File: config.mk
export PLATFORM = sky130hd
export DESIGN_NAME = aes_core_flat
export DESIGN_NICKNAME = d
export VERILOG_FILES = /design/src/aes_pkg.sv /design/src/aes_ifs.sv /design/src/aes_core.sv /design/src/aes_state_round.sv /design/src/aes_key_expand.sv /design/src/flat_wrapper.sv
export SDC_FILE = /design/constraint.sdc
export NUM_CORES = 2
export LEC_CHECK = 0
export BUFFER_PORTS_ARGS = -buffer_cell sky130_fd_sc_hd__buf_2
export CORE_MARGIN = 4
export CORE_UTILIZATION = 30
export DETAILED_ROUTE_END_ITERATION = 16
export PLACE_DENSITY = 0.5
export SLEW_MARGIN = 0
export SYNTH_ARGS = -nofsm -noshare
export SYNTH_HDL_FRONTEND = slang
export SYNTH_SLANG_ARGS = --single-unit
File: constraint.sdc
create_clock -name clk -period 7.9 [get_ports clk]
set_input_delay 0.79 -clock clk [delete_from_list [all_inputs] [get_ports clk]]
set_output_delay 0.79 -clock clk [all_outputs]
set_load 0.02 [all_outputs]
File: src/aes_pkg.sv
// Shared AES-128 constants, S-box, GF helper and register map, imported by every design file
package aes_pkg;

  // Widths of the cipher block and of the Wishbone register bus
  localparam int NUM_ROUNDS = 10;
  localparam int BLOCK_W    = 128;
  localparam int WB_ADR_W   = 6;
  localparam int WB_DAT_W   = 32;

  // Byte addresses of the register map, word 0 of each group holds the most significant bits
  localparam logic [WB_ADR_W-1:0] ADDR_KEY0 = 6'h00;
  localparam logic [WB_ADR_W-1:0] ADDR_PT0  = 6'h10;
  localparam logic [WB_ADR_W-1:0] ADDR_CTRL = 6'h20;
  localparam logic [WB_ADR_W-1:0] ADDR_STAT = 6'h24;
  localparam logic [WB_ADR_W-1:0] ADDR_CT0  = 6'h30;

  // Round constant used by the first key expansion step
  localparam logic [7:0] RCON_INIT = 8'h01;

  // Forward S-box, entry 0 sits in the most significant byte of the concatenation
  localparam logic [0:255][7:0] sbox_table = {
    128'h637c777bf26b6fc53001672bfed7ab76,
    128'hca82c97dfa5947f0add4a2af9ca472c0,
    128'hb7fd9326363ff7cc34a5e5f171d83115,
    128'h04c723c31896059a071280e2eb27b275,
    128'h09832c1a1b6e5aa0523bd6b329e32f84,
    128'h53d100ed20fcb15b6acbbe394a4c58cf,
    128'hd0efaafb434d338545f9027f503c9fa8,
    128'h51a3408f929d38f5bcb6da2110fff3d2,
    128'hcd0c13ec5f974417c4a77e3d645d1973,
    128'h60814fdc222a908846eeb814de5e0bdb,
    128'he0323a0a4906245cc2d3ac629195e479,
    128'he7c8376d8dd54ea96c56f4ea657aae08,
    128'hba78252e1ca6b4c6e8dd741f4bbd8b8a,
    128'h703eb5664803f60e613557b986c11d9e,
    128'he1f8981169d98e949b1e87e9ce5528df,
    128'h8ca1890dbfe6426841992d0fb054bb16
  };

  // Multiply by 2 in GF(2^8) with the AES reduction polynomial x^8 + x^4 + x^3 + x + 1
  function automatic logic [7:0] xtime(input logic [7:0] b);
    return {b[6:0], 1'b0} ^ (b[7] ? 8'h1b : 8'h00);
  endfunction

  // Core FSM states, the core idles until a start and then runs ten rounds
  typedef enum logic {
    ST_IDLE,
    ST_ROUND
  } aes_state_e;

  // Register groups that a Wishbone word address can select
  typedef enum logic [2:0] {
    SEL_NONE,
    SEL_KEY,
    SEL_PT,
    SEL_CTRL,
    SEL_STAT,
    SEL_CT
  } reg_sel_e;

endpackage
File: src/aes_ifs.sv
// Interfaces between the register file, the cipher core and the key expansion unit
`timescale 1ns/100ps

// Job handoff from the register file to the core and the result coming back
interface aes_job_if;
  import aes_pkg::*;

  logic               start;
  logic [BLOCK_W-1:0] key;
  logic [BLOCK_W-1:0] block_in;
  logic               busy;
  logic               done_pulse;
  logic [BLOCK_W-1:0] block_out;

  modport regs (output start, key, block_in, input busy, done_pulse, block_out);
  modport core (input start, key, block_in, output busy, done_pulse, block_out);
endinterface

// Round key control from the core to the key expansion unit
interface aes_key_if;
  import aes_pkg::*;

  logic               load;
  logic               step;
  logic [BLOCK_W-1:0] key;
  logic [BLOCK_W-1:0] next_key;

  modport core   (output load, step, key, input next_key);
  modport keygen (input load, step, key, output next_key);
endinterface

File: src/aes_core.sv
// Iterative AES-128 cipher core, one round per clock with the key schedule beside it
`timescale 1ns/100ps

module aes_core (
  input logic     clk,
  input logic     rst_n,
  aes_job_if.core job
);
  import aes_pkg::*;

  aes_state_e         state_q;
  logic [3:0]         round_q;
  logic [BLOCK_W-1:0] cipher_q;
  logic [BLOCK_W-1:0] round_out;
  logic [BLOCK_W-1:0] round_result;
  logic               accept;
  logic               final_round;

  aes_key_if key_if ();

  // A start is taken only from idle, which also restarts the key schedule
  assign accept       = job.start && (state_q == ST_IDLE);
  assign final_round  = (state_q == ST_ROUND) && (round_q == 4'(NUM_ROUNDS));
  assign key_if.load  = accept;
  assign key_if.step  = (state_q == ST_ROUND);
  assign key_if.key   = job.key;

  // AddRoundKey joins the state half and the key half of the round
  assign round_result = round_out ^ key_if.next_key;

  // The result is visible in the same cycle as done_pulse so the register file can latch it
  assign job.busy       = (state_q == ST_ROUND);
  assign job.done_pulse = final_round;
  assign job.block_out  = round_result;

  always_ff @(posedge clk or negedge rst_n) begin
    if (!rst_n) begin
      state_q <= ST_IDLE;
      round_q <= 4'd0;
    end else begin
      case (state_q)
        ST_IDLE: if (accept) begin
          state_q <= ST_ROUND;
          round_q <= 4'd1;
        end
        ST_ROUND: if (final_round) begin
          state_q <= ST_IDLE;
          round_q <= 4'd0;
        end else begin
          round_q <= round_q + 4'd1;
        end
        default: state_q <= ST_IDLE;
      endcase
    end
  end

  // Initial AddRoundKey on start, then one full round per cycle
  always_ff @(posedge clk) begin
    if (accept) begin
      cipher_q <= job.block_in ^ job.key;
    end else if (state_q == ST_ROUND) begin
      cipher_q <= round_result;
    end
  end

  aes_key_expand uu_key_expand (
    .clk      (clk),
    .rst_n    (rst_n),
    .key_port (key_if)
  );

  aes_state_round uu_state_round (
    .state_in    (cipher_q),
    .final_round (final_round),
    .state_out   (round_out)
  );

  // Done comes only at the end of a full run of rounds
  a_done_final: assert property (@(posedge clk) disable iff (!rst_n)
    (job.busy && job.done_pulse) |-> final_round && $past(job.busy, NUM_ROUNDS - 1))
    else $error("done_pulse outside the final round");

  // The register file is expected to filter starts while the core runs
  a_no_start_busy: assert property (@(posedge clk) disable iff (!rst_n)
    job.start |-> !job.busy)
    else $error("start arrived while the core was busy");

  a_done_single: assert property (@(posedge clk) disable iff (!rst_n)
    job.done_pulse |=> !job.done_pulse)
    else $error("done_pulse held for more than one cycle");

endmodule

File: src/aes_state_round.sv
// Combinational state half of one AES round: SubBytes, ShiftRows and optional MixColumns
`timescale 1ns/100ps

module aes_state_round (
  input  logic [127:0] state_in,
  input  logic         final_round,
  output logic [127:0] state_out
);
  import aes_pkg::*;

  // Bytes are numbered in FIPS-197 order, byte i is row i%4 of column i/4
  logic [7:0] sb [16];
  logic [7:0] sr [16];
  logic [7:0] mc [16];

  // SubBytes and ShiftRows, row r rotates left by r columns
  always_comb begin
    for (int i = 0; i < 16; i++) begin
      sb[i] = sbox_table[state_in[127-8*i -: 8]];
    end
    for (int c = 0; c < 4; c++) begin
      for (int r = 0; r < 4; r++) begin
        sr[r+4*c] = sb[r+4*((c+r)%4)];
      end
    end
  end

  // MixColumns, where 3*a is written as xtime(a) ^ a
  always_comb begin
    logic [7:0] a0, a1, a2, a3;
    for (int c = 0; c < 4; c++) begin
      a0 = sr[4*c];
      a1 = sr[4*c+1];
      a2 = sr[4*c+2];
      a3 = sr[4*c+3];
      mc[4*c]   = xtime(a0) ^ xtime(a1) ^ a1 ^ a2 ^ a3;
      mc[4*c+1] = a0 ^ xtime(a1) ^ xtime(a2) ^ a2 ^ a3;
      mc[4*c+2] = a0 ^ a1 ^ xtime(a2) ^ xtime(a3) ^ a3;
      mc[4*c+3] = xtime(a0) ^ a0 ^ a1 ^ a2 ^ xtime(a3);
    end
  end

  // The last round has no MixColumns step
  always_comb begin
    for (int i = 0; i < 16; i++) begin
      state_out[127-8*i -: 8] = final_round ? sr[i] : mc[i];
    end
  end

endmodule

File: src/aes_key_expand.sv
// On-the-fly AES-128 key schedule that holds one round key and hands the next one to the core
`timescale 1ns/100ps

module aes_key_expand (
  input logic       clk,
  input logic       rst_n,
  aes_key_if.keygen key_port
);
  import aes_pkg::*;

  logic [BLOCK_W-1:0] round_key;
  logic [7:0]         rcon;
  logic [31:0]        w0, w1, w2, w3;
  logic [31:0]        temp;

  // Split the held key into its four words with w0 as the most significant
  assign {w0, w1, w2, w3} = round_key;

  // RotWord then SubWord on the last word, with the round constant in the top byte
  assign temp = {sbox_table[w3[23:16]], sbox_table[w3[15:8]],
                 sbox_table[w3[7:0]],   sbox_table[w3[31:24]]} ^ {rcon, 24'h000000};

  // Each new word chains on the one before it
  always_comb begin
    key_port.next_key[127:96] = w0 ^ temp;
    key_port.next_key[95:64]  = w1 ^ w0 ^ temp;
    key_port.next_key[63:32]  = w2 ^ w1 ^ w0 ^ temp;
    key_port.next_key[31:0]   = w3 ^ w2 ^ w1 ^ w0 ^ temp;
  end

  // Load takes the cipher key as round key 0 and each step moves on to the next round key
  always_ff @(posedge clk) begin
    if (key_port.load) begin
      round_key <= key_port.key;
    end else if (key_port.step) begin
      round_key <= key_port.next_key;
    end
  end

  // The round constant restarts at 0x01 on load and doubles in GF(2^8) on every step
  always_ff @(posedge clk or negedge rst_n) begin
    if (!rst_n) begin
      rcon <= RCON_INIT;
    end else if (key_port.load) begin
      rcon <= RCON_INIT;
    end else if (key_port.step) begin
      rcon <= xtime(rcon);
    end
  end

  // The core must never restart the schedule in the middle of a round step
  a_load_step_excl: assert property (@(posedge clk) disable iff (!rst_n)
    !(key_port.load && key_port.step))
    else $error("key unit saw load and step together");

endmodule

File: src/flat_wrapper.sv
// flat-port wrapper written by rule: the top's interface ports become plain ports
module aes_core_flat import aes_pkg::*;
  (clk, rst_n, job_start, job_key, job_block_in, job_busy, job_done_pulse, job_block_out);
  aes_job_if job_i ();
  input logic clk;
  input logic rst_n;
  input wire logic [$bits(job_i.start)-1:0] job_start;
  input wire logic [$bits(job_i.key)-1:0] job_key;
  input wire logic [$bits(job_i.block_in)-1:0] job_block_in;
  output wire logic [$bits(job_i.busy)-1:0] job_busy;
  output wire logic [$bits(job_i.done_pulse)-1:0] job_done_pulse;
  output wire logic [$bits(job_i.block_out)-1:0] job_block_out;
  assign job_i.start = job_start;
  assign job_i.key = job_key;
  assign job_i.block_in = job_block_in;
  assign job_busy = job_i.busy;
  assign job_done_pulse = job_i.done_pulse;
  assign job_block_out = job_i.block_out;
  aes_core u_core (.clk(clk), .rst_n(rst_n), .job(job_i));
endmodule
After elaboration in Yosys (flattened, before gate mapping). Memories as Yosys holds them, arrays and structs flattened. Index checks and enable logic that the tools add are counted.

Register bits: 269. ROM bits: 40960. Word-level logic and storage cells: 251. Memories kept: 20.

Memories: (no name shown) (depth 256, width 8, rd ports 1, clocked after memory_dff 0, write ports 0, line aes_key_expand.sv:21) `sbox_table[w3[7:0]], sbox_table[w3[31:24]]} ^ {rcon, 24'h000000};`; (no name shown) (depth 256, width 8, rd ports 1, clocked after memory_dff 0, write ports 0, line aes_key_expand.sv:21); (no name shown) (depth 256, width 8, rd ports 1, clocked after memory_dff 0, write ports 0, line aes_key_expand.sv:20) `assign temp = {sbox_table[w3[23:16]], sbox_table[w3[15:8]],`; (no name shown) (depth 256, width 8, rd ports 1, clocked after memory_dff 0, write ports 0, line aes_key_expand.sv:20); (no name shown) (depth 256, width 8, rd ports 1, clocked after memory_dff 0, write ports 0, line aes_state_round.sv:19) `sb[i] = sbox_table[state_in[127-8*i -: 8]];`; (no name shown) (depth 256, width 8, rd ports 1, clocked after memory_dff 0, write ports 0, line aes_state_round.sv:19); +14 memories.

$add $sub $neg: 1. Order comparisons: 20. Equality and inequality tests: 2. Multiplexer cells: 85. Bitwise logic cells: 115. Reduce and logical (&&, ||, !) cells: 3.

Operator list (count): 128-bit 2-to-1 mux (4); 8-bit bitwise XOR (64); 8-bit 2-to-1 mux (58); 32-bit bitwise XOR (11); 128-bit bitwise XOR (2); 9-bit greater-or-equal comparator (second input constant) (20); 8-bit NOT with 9-bit output (20); 8-bit by 5-bit bitwise XOR with 8-bit output (17); 5-bit 2-to-1 mux (17); 4-bit 2-to-1 mux (2); 4-bit one-hot mux with 2 select lines (1); 4-bit by 1-bit adder with 4-bit output (second input constant) (1); 4-bit equality test (second input constant) (1); 1-bit logical AND (2); 1-bit 2-to-1 mux (2); 2-bit by 1-bit inequality test with 1-bit output (second input constant) (1); 1-bit one-hot mux with 2 select lines (1); 2-bit nonzero test (1); 1-bit NOT (1).

Logic depth before layout (Yosys ltp).
Depth in word-level cells: 14. Gate-level depth with buffers: 19.

Hierarchy. A second synthesis with hierarchy kept.

Cell total of the unflattened synthesis: 12883. Area, all modules: 89086.7 sq um.

Modules (own cells, without submodules): aes_state_round (times used 1, cells an instance 9316, area each 58955.3 sq um, seq. area each 0.0 sq um); aes_key_expand (times used 1, cells an instance 2870, area each 22421.5 sq um, seq. area each 4045.1 sq um); aes_core (times used 1, cells an instance 697, area each 7709.9 sq um, seq. area each 3968.8 sq um).

Worst setup path after synthesis. OpenSTA, ideal clock, no wires.

Path type: in2reg. Start: input job_start. End: register u_core.cipher_q[0], enable pin. Setup time: 0.606 ns. Data arrival time: 6.080 ns. Setup slack: 1.214 ns. Stages: 3. Path buffers: 1. Cells stage by stage: clkbuf_1 -> nor2_1 -> inv_1.

Word-level cells in the longest chain between the ends: 2.

Ends and longest elaborated chain: start, declared (line flat_wrapper.sv:7) `input wire logic [$bits(job_i.start)-1:0] job_start;`; 1-bit logical AND (line aes_core.sv:22) `assign accept = job.start && (state_q == ST_IDLE);`; 2-bit nonzero test (no source line); end signal, assigned (line aes_core.sv:60) `cipher_q <= job.block_in ^ job.key;`; end signal, assigned (line aes_core.sv:62) `cipher_q <= round_result;`; end, declared (line aes_core.sv:13) `logic [BLOCK_W-1:0] cipher_q;`.

No other way between the ends. A chain may end at the register's enable or synchronous reset.

Worst setup path in the final report.
Start: register u_core.uu_key_expand.round_key[24]. End: output job_block_out[34].

Word-level cells in the longest chain between the ends: 7.

Ends and longest elaborated chain: start, declared (line aes_key_expand.sv:11) `logic [BLOCK_W-1:0] round_key;`; start signal, assigned (line aes_key_expand.sv:34) `round_key <= key_port.key;`; start signal, assigned (line aes_key_expand.sv:36) `round_key <= key_port.next_key;`; 8-bit NOT with 9-bit output (not written as such) (line aes_key_expand.sv:21); memory 256 x 8 bit; 8-bit 2-to-1 mux (not written as such) (2 in a row) (line aes_key_expand.sv:21); 32-bit bitwise XOR (line aes_key_expand.sv:21); 32-bit bitwise XOR (line aes_key_expand.sv:27) `key_port.next_key[63:32] = w2 ^ w1 ^ w0 ^ temp;`; 128-bit bitwise XOR (line aes_core.sv:29) `assign round_result = round_out ^ key_if.next_key;`; end, declared (line flat_wrapper.sv:12) `output wire logic [$bits(job_i.block_out)-1:0] job_block_out;`.

No other way between the ends. The select of a mux whose other input is x is not followed.

==> results.json <==
{
  "antenna_found_initial": 22,
  "hold-path-endpoint": "u_core.uu_key_expand.round_key[57]",
  "syn_nets": 13256,
  "post_cts_buffers": 0,
  "gp_congestion": 1.062,
  "cp_common_cell": "xor2_1",
  "routed.top_layer": "met5",
  "r2r_setup_slack_ns": 1.28,
  "place_ws_ns": 1.189,
  "area_delta_synth_final_pct": 6.203,
  "min_period_ns": 7.724,
  "cts_hold_buf": 1,
  "status": "complete, no violations",
  "r2r-start": "u_core.uu_key_expand.round_key[24]",
  "fmax_ghz": 0.1295,
  "dp_hpwl_um": 396900,
  "io_buffers": 388,
  "chipHeight_um": 556.5,
  "first_iter_violations": 20525,
  "cts_buffers": 44,
  "rr_endpoint": "u_core.cipher_q[34]",
  "final_hold_viol_count": 0,
  "finClkSkew_ns": 0.03824,
  "holdWs_ns": 0.3816,
  "clk_pin_slew_ns": 0.07,
  "vias": 109115,
  "io_pins": 389,
  "drive_gt1_share_pct": 12.91,
  "htree_levels": 2,
  "antenna_left": 0,
  "cts_tree": "yes",
  "grt_pass1_wl_um": 764600,
  "max_slew.worst_pin.slew_ns": 1.330,
  "placed_area_mm2": 0.09432,
  "grt-ovfl-total": 0,
  "synth-seq-area-share_pct": 8.879,
  "synth_area_per_cell_um2": 7.103,
  "cts.sinks": 269,
  "drt-met1-wl_um": 207200,
  "setup_viol": 0,
  "grt_pass1_vias": 98860,
  "die_x_um": 556.5,
  "synth_edf_count": 256,
  "num_rows": 201,
  "critPathMaxFanout": 20,
  "synthArstFlopShare_pct": 4.833,
  "drv_cap": 0,
  "final_common_cell": "a21oi_1",
  "hold_depth": 3,
  "viasPerCell": 6.763,
  "nFillCells": 32874,
  "clk_path_buf_depth": 3,
  "grt_max_degree": 143,
  "fin_crit_sh_pct": 97.78,
  "wl_per_cell_um": 33.61,
  "routed_wl_um": 542300,
  "worstSetupPathType": "register to output pin",
  "clock_latency_ns": 0.72,
  "reg2reg_depth": 14,
  "max_stage_delay_ns": 0.85,
  "synth_flop_cell": "edfxtp_1",
  "arrival_ns": 6.93,
  "setup_ws_ns": 0.1758,
  "track_usage_pct": 32.93,
  "drc": 0,
  "first_pass_iters": 12,
  "coreArea_mm2": 0.2998,
  "slew_headroom_pct": 10.71,
  "cts_resized": 0,
  "nNetsFinal": 12680,
  "stdcell_area_mm2": 0.09586,
  "path_cells": "inv_1 > ha_1 > nand2b_1 > nand4_1 > o41ai_1 > a2111oi_0 > a21oi_1 > mux4_2 > xor2_2 > xor2_1 > buf_4 > xor2_1 > xnor2_1 > buf_2",
  "drv_slew": 0,
  "start_util_pct": 30.11,
  "hold_path_class": "input pin to register",
  "synth_cell_types": 126,
  "yosys_warnings": 0,
  "clock-root-buffer": "clkbuf_16",
  "syn_inst": 12707,
  "synth_seq_cells": 269,
  "rsz0062_at_grt": "false",
  "final_cell_mix": "1054 x a21oi_1, 1043 x nand2_1, 964 x nor2_1",
  "critPathRequiredTime_ns": 7.11,
  "final.setup.tns_ns": 0,
  "die_area_mm2": 0.3097,
  "wl_met2_um": 227000,
  "end_kind": "output pin",
  "wl_met3_um": 60090,
  "start_kind": "register",
  "slowest_stage": "ha_1",
  "syn-cell-area_mm2": 0.09026,
  "min_from": "job_key[57]"
}
==> metal layers <==
| metal | GRT usage (%) | vias to the layer above |
|---|---|---|
| met1 | 42.50 | 52463 |
| met3 | 7.139 | 1647 |
| li1 | - | 46799 |
| met2 | 48.58 | 8190 |
| met4 | 23.05 | 16 |
| met5 | 0 | - |
==> worst max-delay path by stage <==
stage | startpoint | endpoint | slack, ns | depth (start not counted)
2_1_floorplan | job_start | u_core.cipher_q[0] | 1.21 | 3
3_3_place_gp | u_core.cipher_q[65] | job_block_out[43] | 1.06 | 13
3_5_place_dp | u_core.uu_key_expand.round_key[24] | job_block_out[0] | 1.19 | 14
4_1_cts | u_core.uu_key_expand.round_key[24] | job_block_out[0] | 0.40 | 14
5_1_grt | u_core.uu_key_expand.round_key[24] | job_block_out[34] | 0.10 | 14
6_report | u_core.uu_key_expand.round_key[24] | job_block_out[34] | 0.18 | 14
==> sequential cells by signal (all words and copies together), names as in the netlist <==
register,flops
u_core.cipher_q,128
u_core.uu_key_expand.round_key,128
u_core.uu_key_expand.rcon,8
u_core.round_q,4
u_core.job.busy,1
==> area by class of cell <==
cell class                 count  area (um2)  share of cell area, %
inverter                     232       880.8                 0.9189
clock inverter                32       355.3                 0.3707
multi-input combinational  10728       74610                  77.84
tap                         3958        4952                  5.166
sequential                   269        8014                  8.360
antenna                       11       27.53                0.02872
clock buffer                  49        1130                  1.179
timing repair buffer         856        5883                  6.137
==> cell families (layout without fill, tap and decap cells) <==
logic type	after synthesis	count (layout)	share of synthesized area (%)
other	0	11	0
buffers and inverters	1710	1169	8.609
AND/OR/NAND/NOR	4346	4346	23.82
flip-flops	269	269	8.879
multiplexers	512	512	8.988
AO/OA/AOI/OAI	4616	4616	35.00
XOR/XNOR	964	964	10.68
adder cells (fa/ha/maj)	290	290	4.020
==> cell usage after synthesis, types with 53 or more instances <==
library cell  instances  share of area, %
and2_1              113              0.78
clkbuf_1            716               3.0
inv_1               191              0.79
a211oi_1            245               2.0
a311o_1              62              0.69
a2111oi_0            75              0.73
and3_1               89              0.62
ha_1                290               4.0
a21o_1               64              0.53
a211o_1              66              0.64
buf_2               515               2.9
o21a_1               61              0.51
o221ai_1             81              0.79
a311oi_1            211               2.0
o21ai_0             918               5.1
buf_1                99              0.41
edfxtp_1            256               8.5
mux4_2              226               5.6
nand3_1             390               2.2
nand2b_1            472               3.3
mux2_2               99               1.2
buf_4               111              0.92
o2111ai_1            62              0.60
or3_1                91              0.63
xnor2_1             480               4.7
o22ai_1             139              0.96
xnor3_1              53               1.3
o211ai_1            232               1.9
o311ai_0            171               1.7
a221oi_1            111               1.1
nor2_1              965               4.0
mux2i_1             182               2.0
nor3b_1              72              0.60
xor2_1              381               3.7
nand2_1            1044               4.3
o31ai_1             146               1.2
a21oi_1            1054               5.8
nor3_1              388               2.2
a31oi_1             271               1.9
or2_2               114              0.79
nor2b_1             363               2.5
o311a_1              74              0.82
==> per-stage QoR <==
step / std cells / utilization [%]
2_1_floorplan: 12707 / -
3_3_place_gp: 16042 / 31.46
3_5_place_dp: 16042 / 31.46
4_1_cts: 16124 / 31.96
5_1_grt: 16130 / 31.97
6_report: 16135 / 31.98
==> critical path: cells and delay by family (launching register included) <==
family | cells | cell delay [ns]
muxes | 1 | 0.66
DFF | 1 | 0.80
xor gates and xnor gates | 4 | 1.91
AOI/OAI and AO/OA | 3 | 0.65
buffers and inverters | 3 | 0.86
adders and majority gates | 1 | 0.85
and+or+nand+nor | 2 | 0.49
Power is left out: the tool's default activity adds up to more than one toggle a clock period on the data nets, which glitch-free logic cannot reach.
