File: src/aes_pkg.sv
// Shared AES-128 constants, S-box, GF helper and register map, imported by every design file
package aes_pkg;

  // Widths of the cipher block and of the Wishbone register bus
  localparam int NUM_ROUNDS = 10;
  localparam int BLOCK_W    = 128;
  localparam int WB_ADR_W   = 6;
  localparam int WB_DAT_W   = 32;

  // Byte addresses of the register map, word 0 of each group holds the most significant bits
  localparam logic [WB_ADR_W-1:0] ADDR_KEY0 = 6'h00;
  localparam logic [WB_ADR_W-1:0] ADDR_PT0  = 6'h10;
  localparam logic [WB_ADR_W-1:0] ADDR_CTRL = 6'h20;
  localparam logic [WB_ADR_W-1:0] ADDR_STAT = 6'h24;
  localparam logic [WB_ADR_W-1:0] ADDR_CT0  = 6'h30;

  // Round constant used by the first key expansion step
  localparam logic [7:0] RCON_INIT = 8'h01;

  // Forward S-box, entry 0 sits in the most significant byte of the concatenation
  localparam logic [0:255][7:0] sbox_table = {
    128'h637c777bf26b6fc53001672bfed7ab76,
    128'hca82c97dfa5947f0add4a2af9ca472c0,
    128'hb7fd9326363ff7cc34a5e5f171d83115,
    128'h04c723c31896059a071280e2eb27b275,
    128'h09832c1a1b6e5aa0523bd6b329e32f84,
    128'h53d100ed20fcb15b6acbbe394a4c58cf,
    128'hd0efaafb434d338545f9027f503c9fa8,
    128'h51a3408f929d38f5bcb6da2110fff3d2,
    128'hcd0c13ec5f974417c4a77e3d645d1973,
    128'h60814fdc222a908846eeb814de5e0bdb,
    128'he0323a0a4906245cc2d3ac629195e479,
    128'he7c8376d8dd54ea96c56f4ea657aae08,
    128'hba78252e1ca6b4c6e8dd741f4bbd8b8a,
    128'h703eb5664803f60e613557b986c11d9e,
    128'he1f8981169d98e949b1e87e9ce5528df,
    128'h8ca1890dbfe6426841992d0fb054bb16
  };

  // Multiply by 2 in GF(2^8) with the AES reduction polynomial x^8 + x^4 + x^3 + x + 1
  function automatic logic [7:0] xtime(input logic [7:0] b);
    return {b[6:0], 1'b0} ^ (b[7] ? 8'h1b : 8'h00);
  endfunction

  // Core FSM states, the core idles until a start and then runs ten rounds
  typedef enum logic {
    ST_IDLE,
    ST_ROUND
  } aes_state_e;

  // Register groups that a Wishbone word address can select
  typedef enum logic [2:0] {
    SEL_NONE,
    SEL_KEY,
    SEL_PT,
    SEL_CTRL,
    SEL_STAT,
    SEL_CT
  } reg_sel_e;

endpackage
File: src/aes_ifs.sv
// Interfaces between the register file, the cipher core and the key expansion unit
`timescale 1ns/100ps

// Job handoff from the register file to the core and the result coming back
interface aes_job_if;
  import aes_pkg::*;

  logic               start;
  logic [BLOCK_W-1:0] key;
  logic [BLOCK_W-1:0] block_in;
  logic               busy;
  logic               done_pulse;
  logic [BLOCK_W-1:0] block_out;

  modport regs (output start, key, block_in, input busy, done_pulse, block_out);
  modport core (input start, key, block_in, output busy, done_pulse, block_out);
endinterface


File: src/aes_wb_regs.sv
// Wishbone classic slave register file that feeds key and plaintext to the core and holds results
`timescale 1ns/100ps

module aes_wb_regs (
  input  logic                         clk,
  input  logic                         rst_n,
  input  logic                         wb_cyc,
  input  logic                         wb_stb,
  input  logic                         wb_we,
  input  logic [aes_pkg::WB_ADR_W-1:0] wb_adr,
  input  logic [aes_pkg::WB_DAT_W-1:0] wb_dat_w,
  input  logic [3:0]                   wb_sel,
  output logic [aes_pkg::WB_DAT_W-1:0] wb_dat_r,
  output logic                         wb_ack,
  aes_job_if.regs                      job
);
  import aes_pkg::*;

  reg_sel_e            reg_sel;
  logic [1:0]          word;
  logic                pending;
  logic                wr_acc;
  logic                done_q;
  logic [WB_DAT_W-1:0] key_w [4];
  logic [WB_DAT_W-1:0] pt_w  [4];
  logic [WB_DAT_W-1:0] ct_w  [4];

  // Group decode on the upper address bits, the word index sits in bits 3:2
  assign word = wb_adr[3:2];

  always_comb begin
    reg_sel = SEL_NONE;
    if (wb_adr[5:4] == ADDR_KEY0[5:4]) begin
      reg_sel = SEL_KEY;
    end else if (wb_adr[5:4] == ADDR_PT0[5:4]) begin
      reg_sel = SEL_PT;
    end else if (wb_adr[5:4] == ADDR_CT0[5:4]) begin
      reg_sel = SEL_CT;
    end else if (wb_adr[5:2] == ADDR_CTRL[5:2]) begin
      reg_sel = SEL_CTRL;
    end else if (wb_adr[5:2] == ADDR_STAT[5:2]) begin
      reg_sel = SEL_STAT;
    end
  end

  // Ack one cycle after the access is seen, never back to back
  assign pending = wb_cyc && wb_stb;
  assign wr_acc  = wb_ack && pending && wb_we;

  always_ff @(posedge clk or negedge rst_n) begin
    if (!rst_n) begin
      wb_ack <= 1'b0;
    end else begin
      wb_ack <= pending && !wb_ack;
    end
  end

  // Start is only raised while the core is idle, so a start during a job is dropped here
  assign job.start    = wr_acc && (reg_sel == SEL_CTRL) && wb_dat_w[0] && !job.busy;
  assign job.key      = {key_w[0], key_w[1], key_w[2], key_w[3]};
  assign job.block_in = {pt_w[0], pt_w[1], pt_w[2], pt_w[3]};

  // Key and plaintext words take byte-enabled writes on the ack cycle
  always_ff @(posedge clk) begin
    for (int b = 0; b < 4; b++) begin
      if (wr_acc && wb_sel[b] && reg_sel == SEL_KEY) begin
        key_w[word][8*b +: 8] <= wb_dat_w[8*b +: 8];
      end
      if (wr_acc && wb_sel[b] && reg_sel == SEL_PT) begin
        pt_w[word][8*b +: 8] <= wb_dat_w[8*b +: 8];
      end
    end
    // Ciphertext only ever comes from the core
    if (job.done_pulse) begin
      for (int w = 0; w < 4; w++) begin
        ct_w[w] <= job.block_out[127-32*w -: 32];
      end
    end
  end

  // Sticky done flag, cleared by the next accepted start
  always_ff @(posedge clk or negedge rst_n) begin
    if (!rst_n) begin
      done_q <= 1'b0;
    end else if (job.start) begin
      done_q <= 1'b0;
    end else if (job.done_pulse) begin
      done_q <= 1'b1;
    end
  end

  // Read data follows the address and is sampled by the master during ack
  always_comb begin
    case (reg_sel)
      SEL_KEY:  wb_dat_r = key_w[word];
      SEL_PT:   wb_dat_r = pt_w[word];
      SEL_STAT: wb_dat_r = {{(WB_DAT_W-2){1'b0}}, done_q, job.busy};
      SEL_CT:   wb_dat_r = ct_w[word];
      default:  wb_dat_r = '0;
    endcase
  end

  a_ack_follows_req: assert property (@(posedge clk) disable iff (!rst_n)
    wb_ack |-> $past(pending))
    else $error("wb_ack without a pending access");

  a_ack_single: assert property (@(posedge clk) disable iff (!rst_n)
    wb_ack |=> !wb_ack)
    else $error("wb_ack high on two consecutive cycles");

endmodule

File: src/flat_wrapper.sv
// flat-port wrapper written by rule: the top's interface ports become plain ports
module aes_wb_regs_flat import aes_pkg::*;
  (clk, rst_n, wb_cyc, wb_stb, wb_we, wb_adr, wb_dat_w, wb_sel, wb_dat_r, wb_ack, job_start, job_key, job_block_in, job_busy, job_done_pulse, job_block_out);
  aes_job_if job_i ();
  input  logic clk;
  input  logic rst_n;
  input  logic wb_cyc;
  input  logic wb_stb;
  input  logic wb_we;
  input  logic [aes_pkg::WB_ADR_W-1:0] wb_adr;
  input  logic [aes_pkg::WB_DAT_W-1:0] wb_dat_w;
  input  logic [3:0] wb_sel;
  output logic [aes_pkg::WB_DAT_W-1:0] wb_dat_r;
  output logic wb_ack;
  output wire logic [$bits(job_i.start)-1:0] job_start;
  output wire logic [$bits(job_i.key)-1:0] job_key;
  output wire logic [$bits(job_i.block_in)-1:0] job_block_in;
  input wire logic [$bits(job_i.busy)-1:0] job_busy;
  input wire logic [$bits(job_i.done_pulse)-1:0] job_done_pulse;
  input wire logic [$bits(job_i.block_out)-1:0] job_block_out;
  assign job_start = job_i.start;
  assign job_key = job_i.key;
  assign job_block_in = job_i.block_in;
  assign job_i.busy = job_busy;
  assign job_i.done_pulse = job_done_pulse;
  assign job_i.block_out = job_block_out;
  aes_wb_regs u_core (.clk(clk), .rst_n(rst_n), .wb_cyc(wb_cyc), .wb_stb(wb_stb), .wb_we(wb_we), .wb_adr(wb_adr), .wb_dat_w(wb_dat_w), .wb_sel(wb_sel), .wb_dat_r(wb_dat_r), .wb_ack(wb_ack), .job(job_i));
endmodule
File: config.mk
export PLATFORM = sky130hd
export DESIGN_NAME = aes_wb_regs_flat
export DESIGN_NICKNAME = d
export VERILOG_FILES = /design/src/aes_pkg.sv /design/src/aes_ifs.sv /design/src/aes_wb_regs.sv /design/src/flat_wrapper.sv
export SDC_FILE = /design/constraint.sdc
export NUM_CORES = 1
export LEC_CHECK = 0
export BUFFER_PORTS_ARGS = -buffer_cell sky130_fd_sc_hd__buf_4
export CAP_MARGIN = 20
export CORE_AREA = 2 2 183 185
export DETAILED_ROUTE_END_ITERATION = 16
export DIE_AREA = 0 0 185 187
export PLACE_DENSITY = 0.74
export SYNTH_ARGS = -nofsm -noshare
export SYNTH_HDL_FRONTEND = slang
export SYNTH_SLANG_ARGS = --single-unit
File: constraint.sdc
create_clock -name clk -period 3.95 [get_ports clk]
set_clock_uncertainty 0.15 [all_clocks]
set_input_delay 0.79 -clock clk [delete_from_list [all_inputs] [get_ports clk]]
set_output_delay 0.79 -clock clk [all_outputs]
set_load 0.1 [all_outputs]
* Word-level counts from Yosys, hierarchy flattened *
Memories as Yosys holds them, arrays and structs flattened.
Cells that the tools add are included.

word-level totals
  RAM bits = 384
  input bits = 177
  word-level logic and storage cells = 63
  memories kept = 3
  register bits after elaboration = 2

cells by class
  mux-type cells = 26
  reduce and logical (&&, ||, !) cells = 23
  eq/ne operators = 9

memory list
  memory        words  bits a word  rd ports  clocked after Yosys merged registers in  wr ports  RTL line           RTL
  u_core.ct_w   4      32           1         0                                        4         aes_wb_regs.sv:26  logic [WB_DAT_W-1:0] ct_w [4];
  u_core.key_w  4      32           5         0                                        1         aes_wb_regs.sv:24  logic [WB_DAT_W-1:0] key_w [4];
  u_core.pt_w   4      32           5         0                                        1         aes_wb_regs.sv:25  logic [WB_DAT_W-1:0] pt_w [4];

operator list
  cell                                                                    count
  32-bit case mux with 4 select lines                                     1
  1-bit 2-to-1 mux                                                        20
  1-bit logical AND                                                       19
  3-bit 2-to-1 mux                                                        5
  4-bit equality test (second input constant)                             2
  3-bit by 2-bit equality test with 1-bit output (second input constant)  2
  3-bit equality test (second input constant)                             2
  3-bit by 1-bit equality test with 1-bit output (second input constant)  1
  2-bit by 1-bit equality test with 1-bit output (second input constant)  1
  2-bit equality test (second input constant)                             1
  1-bit zero test                                                         2
  2-bit zero test                                                         1
  2-bit nonzero test                                                      1

* Depth between registers and ports, before layout *
Gate-level depths: netlist (run 1).

  depth in word-level cells = 11
  depth in mapped cells = 7
  depth with buffers taken out = 3

* Least setup slack after synthesis (run 1) *
No wires, ideal clock.

  path kind = input port to output port
  start point = input wb_adr[2] (netlist bit)
  end point = output job_start
  path slack = -0.335 ns
  required time = 3.010 ns
  buffers on the path = 2
  stages on the path = 4
  arrival time = 3.345 ns
  path through = buf_6 > buf_6 > or4b_1 > nor4b_2

on the way
  cells in the longest elaborated chain, start to end = 10
  elaborated cells on any way between the ends = 11

RTL lines
  what                                              RTL line            RTL
  start: declaration                                flat_wrapper.sv:10  input logic [aes_pkg::WB_ADR_W-1:0] wb_adr;
  4-bit equality test                               aes_wb_regs.sv:41   end else if (wb_adr[5:2] == ADDR_STAT[5:2]) begin
  3-bit 2-to-1 mux                                  aes_wb_regs.sv:41
  3-bit 2-to-1 mux *                                aes_wb_regs.sv:39   end else if (wb_adr[5:2] == ADDR_CTRL[5:2]) begin
  3-bit 2-to-1 mux *                                aes_wb_regs.sv:37   end else if (wb_adr[5:4] == ADDR_CT0[5:4]) begin
  3-bit 2-to-1 mux *                                aes_wb_regs.sv:35   end else if (wb_adr[5:4] == ADDR_PT0[5:4]) begin
  3-bit 2-to-1 mux *                                aes_wb_regs.sv:33   if (wb_adr[5:4] == ADDR_KEY0[5:4]) begin
  3-bit by 2-bit equality test with 1-bit output *  aes_wb_regs.sv:59   assign job.start = wr_acc && (reg_sel == SEL_CTRL) && wb_dat_w[0] && !job.busy;
  1-bit logical AND * (3 in series)                 aes_wb_regs.sv:59
  end: declaration                                  flat_wrapper.sv:15  output wire logic [$bits(job_i.start)-1:0] job_start;

Mark *: on every way between the ends. The rest lies on a longest branch, timed or not.

* Worst setup path in the final report (run 1) *
  start point = input wb_adr[3] (netlist bit)
  end point = output wb_dat_r[24] (netlist bit)

on the way
  cells in the longest elaborated chain, start to end = 8
  elaborated cells on any way between the ends = 15

RTL lines
  what                                               RTL line            RTL
  4-bit equality test                                aes_wb_regs.sv:41
  3-bit 2-to-1 mux                                   aes_wb_regs.sv:41
  3-bit 2-to-1 mux                                   aes_wb_regs.sv:39
  3-bit 2-to-1 mux                                   aes_wb_regs.sv:37
  3-bit 2-to-1 mux                                   aes_wb_regs.sv:35
  3-bit 2-to-1 mux                                   aes_wb_regs.sv:33
  3-bit equality test, or another cell as far along  aes_wb_regs.sv:94   case (reg_sel)
  32-bit case mux with 4 select lines *              aes_wb_regs.sv:94
  end: declaration                                   flat_wrapper.sv:13  output logic [aes_pkg::WB_DAT_W-1:0] wb_dat_r;

Marked as above.

==> results of run 1 <==
metal layers:
metal | GRT usage (%) | vias up | wire length, um
li1 | - | 3736 | -
met4 | 8.18 | 0 | 1460
met1 | 32.5 | 4476 | 17000
met2 | 39.1 | 468 | 20800
met5 | 0 | - | 0
met3 | 5.86 | 89 | 3440
through the flow:
| step | hold WS [ps] | instances |
|---|---|---|
| floorplan | 314 | 641 |
| global placement | 294 | 1528 |
| detailed placement | 295 | 1528 |
| CTS | 276 | 1598 |
| global route | 279 | 1598 |
| finish | 299 | 1598 |
synth_stat cells, drive strengths merged:
cell,n
nor2,5
and4,4
and3,46
mux4,96
nor4b,1
buf,16
nor3b,1
clkbuf,24
nor3,2
nand2b,1
nor4,2
edfxtp,384
nor2b,2
inv,1
nand3,6
dfrtp,2
a22oi,2
and4b,4
or4b,1
nand2,2
a221o,30
and2,8
nand4,1
sequential cells by signal, indices dropped and copies added (netlist names):
register and cells:
u_core.ct_w 128, u_core.done_q 1, u_core.key_w 128, u_core.pt_w 128, u_core.wb_ack 1
power groups by stage:
stage                     clock [mW]  sequential [mW]  combinational (mW)
after floorplan                    0             4.74               0.509
after global placement             0             4.73               0.866
after detailed placement           0             4.74               0.874
after global routing            3.79             4.66               0.912
final                           3.57             4.65               0.875
after CTS                       3.65             4.65               0.877
critical path: cells and delay by family:
| family | cells | cell delay, ps |
|---|---|---|
| buf+inv | 3 | 1130 |
| mux | 1 | 350 |
| compound gates | 1 | 410 |
what timing repair did:
item                      CTS  global route
resized for setup           0             0
hold buffers                1             0
hold endpoints to repair    2             0
worst min path at each step:
| stage | to | slack, ps | depth (start not counted) |
|---|---|---|---|
| global placement | u_core.wb_ack | 290 | 1 |
| finish | u_core.ct_w[3][8] | 300 | 1 |
| floorplan | u_core.done_q | 310 | 2 |
| global route | u_core.ct_w[1][12] | 280 | 1 |
| CTS | u_core.ct_w[3][8] | 280 | 1 |
| detailed placement | u_core.wb_ack | 300 | 1 |
cells by family (layout without fill, tap and decap cells):
family	Yosys count	in the layout
multiplexers	96	96
buffers and inverters	41	550
AO/OA/AOI/OAI	32	32
flip-flops	386	386
AND/OR/NAND/NOR	86	86
area by class of cell:
type	count	area, um2
inverters	1	3.75
multi-input cells	214	3060
flip-flops and latches	386	11600
fillers	2375	12700
clock buffers	49	1020
well taps	448	561
repair buffers	480	3700
clock inverters	20	213
==> out/metrics.cfg, run 1 <==
[outcome]
outcome = finished, final reports clean

[yosys]
synth.top_cell.area_share_pct = 77.8
yosysSeqAreaShare_pct = 78.1
postSynthAreaPerCell_um2 = 23.1
synth_seq_cells = 386
post-synth-top-area-cell = edfxtp_1
syn_inst = 641
synth-xor-area-share_pct = 0
synth_compound_area_share_pct = 2.13
yosys.area_share.adder_pct = 0
ys_types = 25
yosys.area_share.simple_pct = 3.71
synth_top_family_by_area = multiplexers
synth_area_um2 = 14800
synth_nets = 818
ys_warn_count = 0
ys_top_cells_by_area = edfxtp_1, mux4_2, a221o_1, and3_1, clkbuf_1
yosys-mux-area-fraction_pct = 14.6

[placement]
dpl.hpwl_um = 31200
place_congestion = 0.862
placed_area_um2 = 18900
dp_slack_ps = 162
io_buffers = 464

[sta]
hold_viol = 0
fin_crit_sh_pct = 94.8
slew_headroom_pct = 47.6
fmax_mhz = 267
rsz0062_at_grt = no
min_period_ps = 3750
finalSetupViolCount = 0
final_max_slew_viol_count = 0
fin_setup_tns_ps = 0
worst_pin_slew_ps = 785
layout_setup_ws_ps = 205

[cells_and_area]
antennaDiodeCount = 0
final_cell_mix = buf_4, edfxtp_1, mux4_2, and3_1, clkbuf_16
drive_gt1_share_pct = 55.1
fin_nets = 1299
postLayoutCellArea_um2 = 20100
utilization_pct = 61.3
area_growth_pct = 35.8
layout_commonest_cell = buf_4

[min_path]
holdCritStartpoint = job_block_out[8]
min_path_type = in2reg

[drt]
finalWirelength_um = 42600
vias = 8769
drt-vias-per-instance = 5.49
drc = 0
postRouteAntennaNets = 0
drt_first_pass_iters = 4
drt_iter0_drc = 644
avgRoutedWirePerCell_um = 26.7

[floorplanning]
die_h_um = 187
core_um2 = 32900
io_pins = 467
initial_core_util_pct = 45.1
die_w_um = 185
die_area_um2 = 34600
fp-row-count = 67

[critical_path]
r2r-start = u_core.wb_ack
crit_type = in2out
end_kind = output pin
r2r_cells = 3
crit_path_start = wb_adr[3]
cp_max_fo = 50
cp_data_arrival_time_ps = 2810
cp_common_cell = buf_4
r2r_end = u_core.key_w[2][6]
r2r_slack_ps = 1230
worst_setup_path_start_kind = input pin
cp-endpoint = wb_dat_r[24]
slowest_delay_ps = 580
crit_required_ps = 3010
crit_path_top_delay_cell = buf_4
path_cells = buf_4 > buf_12 > mux4_2 > a221o_1 > buf_4

[cts]
h-tree-depth = 2
post-cts-setup-buffer-count = 0
clk_latency_ps = 510
clockBufferDepth = 3
cts_buffers = 39
clkSlewWorstSetupHoldPaths_ps = 60
root_buffer = clkbuf_16
cts_tree = yes
clkSinkCount = 386

[pwr]
pwr-share-seq_pct = 51.1
power_density_nw_per_um2 = 452
power_frac_comb_pct = 9.6
finalPower_mw = 9.10
power_frac_clock_pct = 39.3
p_switching_mw = 2.04
p_sw_share_pct = 22.4
power.internal_mw = 7.06
ir_drop_mv = 0.436
leakagePower_nw = 7.62

[grt]
grt_pass1_wl_um = 59900
grt_start_max_net_pins = 80
overflow = 0
grt_pass1_vias = 8897
antenna_found_initial = 0
groute.usage.overall_pct = 24.2

[job]
maxCapViolations = 0

Note: power is estimated with default switching activity, not from simulation.
==> run 2: changes to the inputs <==
- PLACE_DENSITY: 0.74 -> 0.81
==> run 2 against run 1 <==
  * Maximum frequency up 0.16%
  * Via count rose by 2.6%
  * Hold slack worse by 4.7 ps
  * Largest cell class unchanged
  * Setup slack better by 6.1 ps
  * Global-route usage about the same
  * Critical path type unchanged
  * Clock-buffer cell count rose by 5
  * Sequential cell count unchanged
  * Critical path depth rose by 1
  * Largest power group unchanged
==> out/metrics.cfg, run 2 (same netlist as run 1, synthesis figures left out) <==
[outcome]
outcome = finished, final reports clean  ; unchanged

[sta]
worst_pin_slew_ps = 668  ; was 785 ps
slew_headroom_pct = 55.5  ; was 47.6%
layout_setup_ws_ps = 211  ; was 205 ps
finalSetupViolCount = 0  ; unchanged
fmax_mhz = 267  ; about the same
rsz0062_at_grt = no  ; unchanged
hold_viol = 0  ; unchanged
min_period_ps = 3740  ; was 3750 ps
final_max_slew_viol_count = 0  ; unchanged
fin_setup_tns_ps = 0  ; unchanged
fin_crit_sh_pct = 94.7  ; was 94.8%

[floorplanning]
io_pins = 467  ; unchanged
die_area_um2 = 34600  ; unchanged
core_um2 = 32900  ; unchanged
initial_core_util_pct = 45.1  ; unchanged
die_h_um = 187  ; unchanged
fp-row-count = 67  ; unchanged
die_w_um = 185  ; unchanged

[pwr]
power.internal_mw = 7.01  ; was 7.06 mW
ir_drop_mv = 0.506  ; was 0.436 mV
leakagePower_nw = 7.62  ; about the same
p_sw_share_pct = 22.3  ; was 22.4%
power_density_nw_per_um2 = 449  ; was 452 nW/um2
power_frac_clock_pct = 38.7  ; was 39.3%
power_frac_comb_pct = 9.7  ; was 9.6%
pwr-share-seq_pct = 51.6  ; was 51.1%
p_switching_mw = 2.01  ; was 2.04 mW
finalPower_mw = 9.02  ; was 9.10 mW

[placement]
dpl.hpwl_um = 30800  ; was 31200 um
dp_slack_ps = 206  ; was 162 ps
place_congestion = 0.879  ; was 0.862
placed_area_um2 = 18900  ; about the same
io_buffers = 464  ; unchanged

[job]
maxCapViolations = 0  ; unchanged

[grt]
overflow = 0  ; unchanged
groute.usage.overall_pct = 24.2  ; about the same
grt_start_max_net_pins = 77  ; was 80
antenna_found_initial = 2  ; was 0
grt_pass1_wl_um = 60300  ; was 59900 um
grt_pass1_vias = 8956  ; was 8897

[drt]
drt_first_pass_iters = 5  ; was 4
postRouteAntennaNets = 0  ; unchanged
drc = 0  ; unchanged
vias = 9000  ; was 8769
finalWirelength_um = 42600  ; about the same
drt-vias-per-instance = 5.64  ; was 5.49
drt_iter0_drc = 703  ; was 644
avgRoutedWirePerCell_um = 26.7  ; about the same

[cells_and_area]
layout_commonest_cell = buf_4  ; unchanged
drive_gt1_share_pct = 55.1  ; about the same
largest_registers = u_core.ct_w x128, u_core.key_w x128, u_core.pt_w x128  ; unchanged
postLayoutCellArea_um2 = 20100  ; about the same
area_growth_pct = 35.7  ; was 35.8%
antennaDiodeCount = 0  ; unchanged
fin_nets = 1301  ; was 1299
final_cell_mix = buf_4, edfxtp_1, mux4_2, and3_1, clkbuf_16  ; unchanged

[cts]
clkSinkCount = 386  ; unchanged
root_buffer = clkbuf_16  ; unchanged
cts_buffers = 39  ; unchanged
clkSlewWorstSetupHoldPaths_ps = 60  ; about the same
post-cts-setup-buffer-count = 0  ; unchanged
cts_tree = yes  ; unchanged
h-tree-depth = 2  ; unchanged
clockBufferDepth = 3  ; unchanged
clk_latency_ps = 520  ; was 510 ps

[critical_path]
crit_required_ps = 3010  ; about the same
worst_setup_path_start_kind = input pin  ; unchanged
cp_max_fo = 32  ; was 50
crit_type = in2out  ; unchanged
end_kind = output pin  ; unchanged
cp_data_arrival_time_ps = 2800  ; was 2810 ps

[min_path]
min_path_type = in2reg  ; unchanged

==> run 2: cell types whose count changed in the layout (fill, tap and decap cells not counted), sizes merged <==
cell | previous run | this run
clkinv | 12 | 7
clkinvlp | 3 | 1
buf | 479 | 481
inv | 2 | 1
clkbuf | 49 | 54
bufinv | 4 | 2
==> run 2: repair_timing <==
item                                    4_1_cts  5_1_grt
endpoints found under the setup margin        0        0
hold endpoints to repair                      2        0
hold buffers                                  1        0
resized for setup                             0        0
==> run 2: metal layers <==
layer / routed length (um) / global-route usage (%) / up-vias / part of all wire [%]
met5: 0 / 0 / - / 0
met4: 1700 / 9.04 / 0 / 4.0
met3: 3650 / 5.14 / 101 / 8.6
met2: 20600 / 38.6 / 584 / 48
met1: 16700 / 33.1 / 4575 / 39
li1: - / - / 3740 / -
==> run 2: worst paths after layout <==
path / from / to / slack, ps / cells past startpoint
setup / recovery: wb_adr[2] / wb_dat_r[5] / 210 / 6
hold / removal: job_block_out[127] / u_core.ct_w[0][31] / 290 / 1
setup reg to reg: u_core.wb_ack / u_core.pt_w[2][31] / 1280 / 4
hold reg to reg: u_core.wb_ack / u_core.wb_ack / 340 / 1
max in group asynchronous: rst_n / u_core.wb_ack / 3110 / 2
min in group asynchronous: rst_n / u_core.done_q / 440 / 2
==> run 2: power by group through the flow <==
stage          registers [mW]  logic (mW)  clock network [mW]
2_1_floorplan            4.74       0.509                   0
3_3_place_gp             4.73       0.871                   0
3_5_place_dp             4.74       0.881                   0
4_1_cts                  4.66       0.884                3.55
5_1_grt                  4.66       0.918                3.71
6_report                 4.65       0.879                3.49
==> run 2: critical path: stages <==
cell     delay (ps)
buf_6           380
buf_12          250
mux4_2          570
and3_1          220
a221o_1         290
buf_4           240
==> run 2: area by class of cell <==
cell class                 count  area, um2
fill                        2311      12700
sequential                   386      11600
timing repair buffer         482       3710
multi-input combinational    214       3060
clock buffer                  54       1090
tap                          448        561
clock inverter                10        104
inverter                       1       3.75
==> run 2: stage by stage <==
step           std cells  hold WS (ps)  utilization (%)
2_1_floorplan        641           314                -
3_3_place_gp        1530           291             57.5
3_5_place_dp        1530           293             57.5
4_1_cts             1595           274             61.2
5_1_grt             1595           272             61.2
6_report            1595           294             61.2
==> run 3: changes to the inputs <==
--- a/config.mk
+++ b/config.mk
@@ -9,4 +9,5 @@
 export CAP_MARGIN = 20
 export CORE_AREA = 2 2 183 185
+export CTS_CLUSTER_SIZE = 30
 export DETAILED_ROUTE_END_ITERATION = 16
 export DIE_AREA = 0 0 185 187
==> constraint.sdc (replaced) <==
create_clock -name clk -period 3.95 [get_ports clk]
set_clock_uncertainty 0.15 [all_clocks]
set_input_delay 0.395 -clock clk [delete_from_list [all_inputs] [get_ports clk]]
set_output_delay 0.395 -clock clk [all_outputs]
set_load 0.1 [all_outputs]
==> run 3 against run 2 <==
  * Via count grew 8.4%
  * Sequential power barely moved
  * Wire length up 11%
  * Critical path type unchanged
  * Clock-buffer cell count is 4 lower
  * Clock power is 5% higher
  * Sequential share of layout area shrank 4.1 points
  * Setup slack improved by 550 ps
  * Die area unchanged
==> out/metrics.cfg, run 3 (same netlist as run 1, synthesis figures left out) <==
[outcome]
outcome = finished, final reports clean  ; unchanged

[grt]
overflow = 0  ; unchanged
antenna_found_initial = 3  ; was 2
grt_pass1_wl_um = 66000  ; was 60300 um
grt_start_max_net_pins = 75  ; was 77
groute.usage.overall_pct = 26.6  ; was 24.2%
grt_pass1_vias = 9933  ; was 8956

[cts]
cts_resized = 0  ; unchanged
clk_latency_ps = 520  ; about the same
clkSinkCount = 386  ; unchanged
cts_buffers = 39  ; unchanged
h-tree-depth = 2  ; unchanged
root_buffer = clkbuf_16  ; unchanged
clockBufferDepth = 3  ; unchanged
clkSlewWorstSetupHoldPaths_ps = 60  ; about the same
cts_tree = yes  ; unchanged

[drt]
avgRoutedWirePerCell_um = 26.9  ; was 26.7 um
finalWirelength_um = 47200  ; was 42600 um
drt_iter0_drc = 882  ; was 703
drt-vias-per-instance = 5.56  ; was 5.64
drc = 0  ; unchanged
vias = 9758  ; was 9000
postRouteAntennaNets = 0  ; unchanged
drt_first_pass_iters = 5  ; unchanged

[floorplanning]
die_area_um2 = 34600  ; unchanged
initial_core_util_pct = 45.1  ; unchanged
core_um2 = 32900  ; unchanged
die_h_um = 187  ; unchanged
io_pins = 467  ; unchanged
die_w_um = 185  ; unchanged
fp-row-count = 67  ; unchanged

[placement]
dp_slack_ps = 753  ; was 206 ps
place_congestion = 0.846  ; was 0.879
dp.cells = 1525  ; was 1530
dpl.hpwl_um = 30300  ; was 30800 um
io_buffers = 464  ; unchanged

[critical_path]
end_kind = output pin  ; unchanged
worst_setup_path_start_kind = input pin  ; unchanged
slowest_delay_ps = 580  ; was 570 ps
crit_required_ps = 3400  ; was 3010 ps
crit_type = in2out  ; unchanged
cp_data_arrival_time_ps = 2650  ; was 2800 ps
cp_common_cell = buf_4
crit_path_top_delay_cell = buf_6  ; was mux4_2
path_cells = buf_6 > buf_4 > mux4_2 > a221o_1 > buf_4  ; was buf_6 > buf_12 > mux4_2 > and3_1 > a221o_1 > buf_4
cp_max_fo = 60  ; was 32

[sta]
layout_setup_ws_ps = 758  ; was 211 ps
worst_pin_slew_ps = 1080  ; was 668 ps
hold_viol = 0  ; unchanged
fmax_mhz = 313  ; was 267 MHz
final_max_slew_viol_count = 0  ; unchanged
slew_headroom_pct = 27.8  ; was 55.5%
fin_crit_sh_pct = 80.8  ; was 94.7%
fin_setup_tns_ps = 0  ; unchanged
rsz0062_at_grt = no  ; unchanged
min_period_ps = 3190  ; was 3740 ps
finalSetupViolCount = 0  ; unchanged
fin_hold_ws_ps = 59.6  ; was 294 ps

[pwr]
pwr-share-seq_pct = 50.0  ; was 51.6%
p_switching_mw = 2.12  ; was 2.01 mW
power_density_nw_per_um2 = 430  ; was 449 nW/um2
p_sw_share_pct = 22.8  ; was 22.3%
leakagePower_nw = 8.25  ; was 7.62 nW
ir_drop_mv = 0.379  ; was 0.506 mV
power_frac_comb_pct = 10.9  ; was 9.7%
finalPower_mw = 9.33  ; was 9.02 mW
power.internal_mw = 7.20  ; was 7.01 mW
power_frac_clock_pct = 39.2  ; was 38.7%

[cells_and_area]
antennaDiodeCount = 0  ; unchanged
layout_commonest_cell = buf_4  ; unchanged
area_growth_pct = 46.2  ; was 35.7%
largest_registers = u_core.ct_w x128, u_core.key_w x128, u_core.pt_w x128  ; unchanged
drive_gt1_share_pct = 48.2  ; was 55.1%
fin_nets = 1458  ; was 1301
final_cell_mix = buf_4, edfxtp_1, dlygate4sd3_1, mux4_2, and3_1  ; was buf_4, edfxtp_1, mux4_2, and3_1, clkbuf_16
layout.cells.non_filler = 1756  ; was 1595

[min_path]
min_path_type = in2async  ; was in2reg

[job]
maxCapViolations = 0  ; unchanged

## run 3: changes by cell type in the layout (fill, tap and decap cells not counted), moves of 2 or more
| cell | before | now |
|---|---|---|
| clkbuf_16 | 41 | 39 |
| inv_6 | 0 | 2 |
| bufinv_16 | 2 | 5 |
| buf_12 | 7 | 2 |
| clkbuf_8 | 2 | 0 |
| clkinvlp_4 | 1 | 3 |
| dlygate4sd3_1 | 1 | 163 |
## run 3: final timing paths
check,to,slack [ps],cells past startpoint,from
worst max-delay path,wb_dat_r[11],760,5,wb_adr[2]
worst min-delay path,u_core.wb_ack,60,2,rst_n
worst max register to register,u_core.pt_w[0][4],1070,3,u_core.wb_ack
worst min register to register,u_core.done_q,350,2,u_core.done_q
max in group asynchronous,u_core.done_q,3490,2,rst_n
min in group clk,u_core.done_q,90,4,job_busy
## run 3: timing repair
action / 4_1_cts / 5_1_grt
hold buffers: 163 / 0
hold endpoints to repair: 387 / 0
setup buffers: 0 / 0
setup endpoints to repair: 0 / 0
## run 3: layer usage
layer	vias to the layer above	track usage, %	wire length, um
met4	0	9.46	1800
met3	116	5.04	3860
met5	-	0	0
met2	615	44.6	23500
li1	4061	-	-
met1	4966	34.9	18100
## run 3: area by class of cell
type                            instances  area, um2
Fill cell                            2133      11200
Clock inverter                         18        226
Timing Repair Buffer                  639       5230
Sequential cell                       386      11600
Clock buffer                           50       1020
Tap cell                              448        561
Inverter                                1       3.75
Multi-Input combinational cell        214       3050
## run 3: critical path: cells and delay by family
family                 cells  cell delay [ps]
buffers and inverters      3             1200
multiplexers               1              550
AO/OA/AOI/OAI              1              390
## run 3: power by group through the flow
stage	combinational (mW)	sequential (mW)	clock, mW
final	1.01	4.66	3.65
after global routing	1.05	4.67	3.86
after CTS	0.996	4.65	3.68
after detailed placement	0.863	4.74	0
after global placement	0.852	4.73	0
after floorplan	0.509	4.74	0
## run 3: per-stage QoR
step / cell area (um2) / utilization [%]
2_1_floorplan: 14800 / -
6_report: 21700 / 65.9
5_1_grt: 21700 / 65.9
3_5_place_dp: 18800 / 57.2
3_3_place_gp: 18800 / 57.2
4_1_cts: 21700 / 65.9
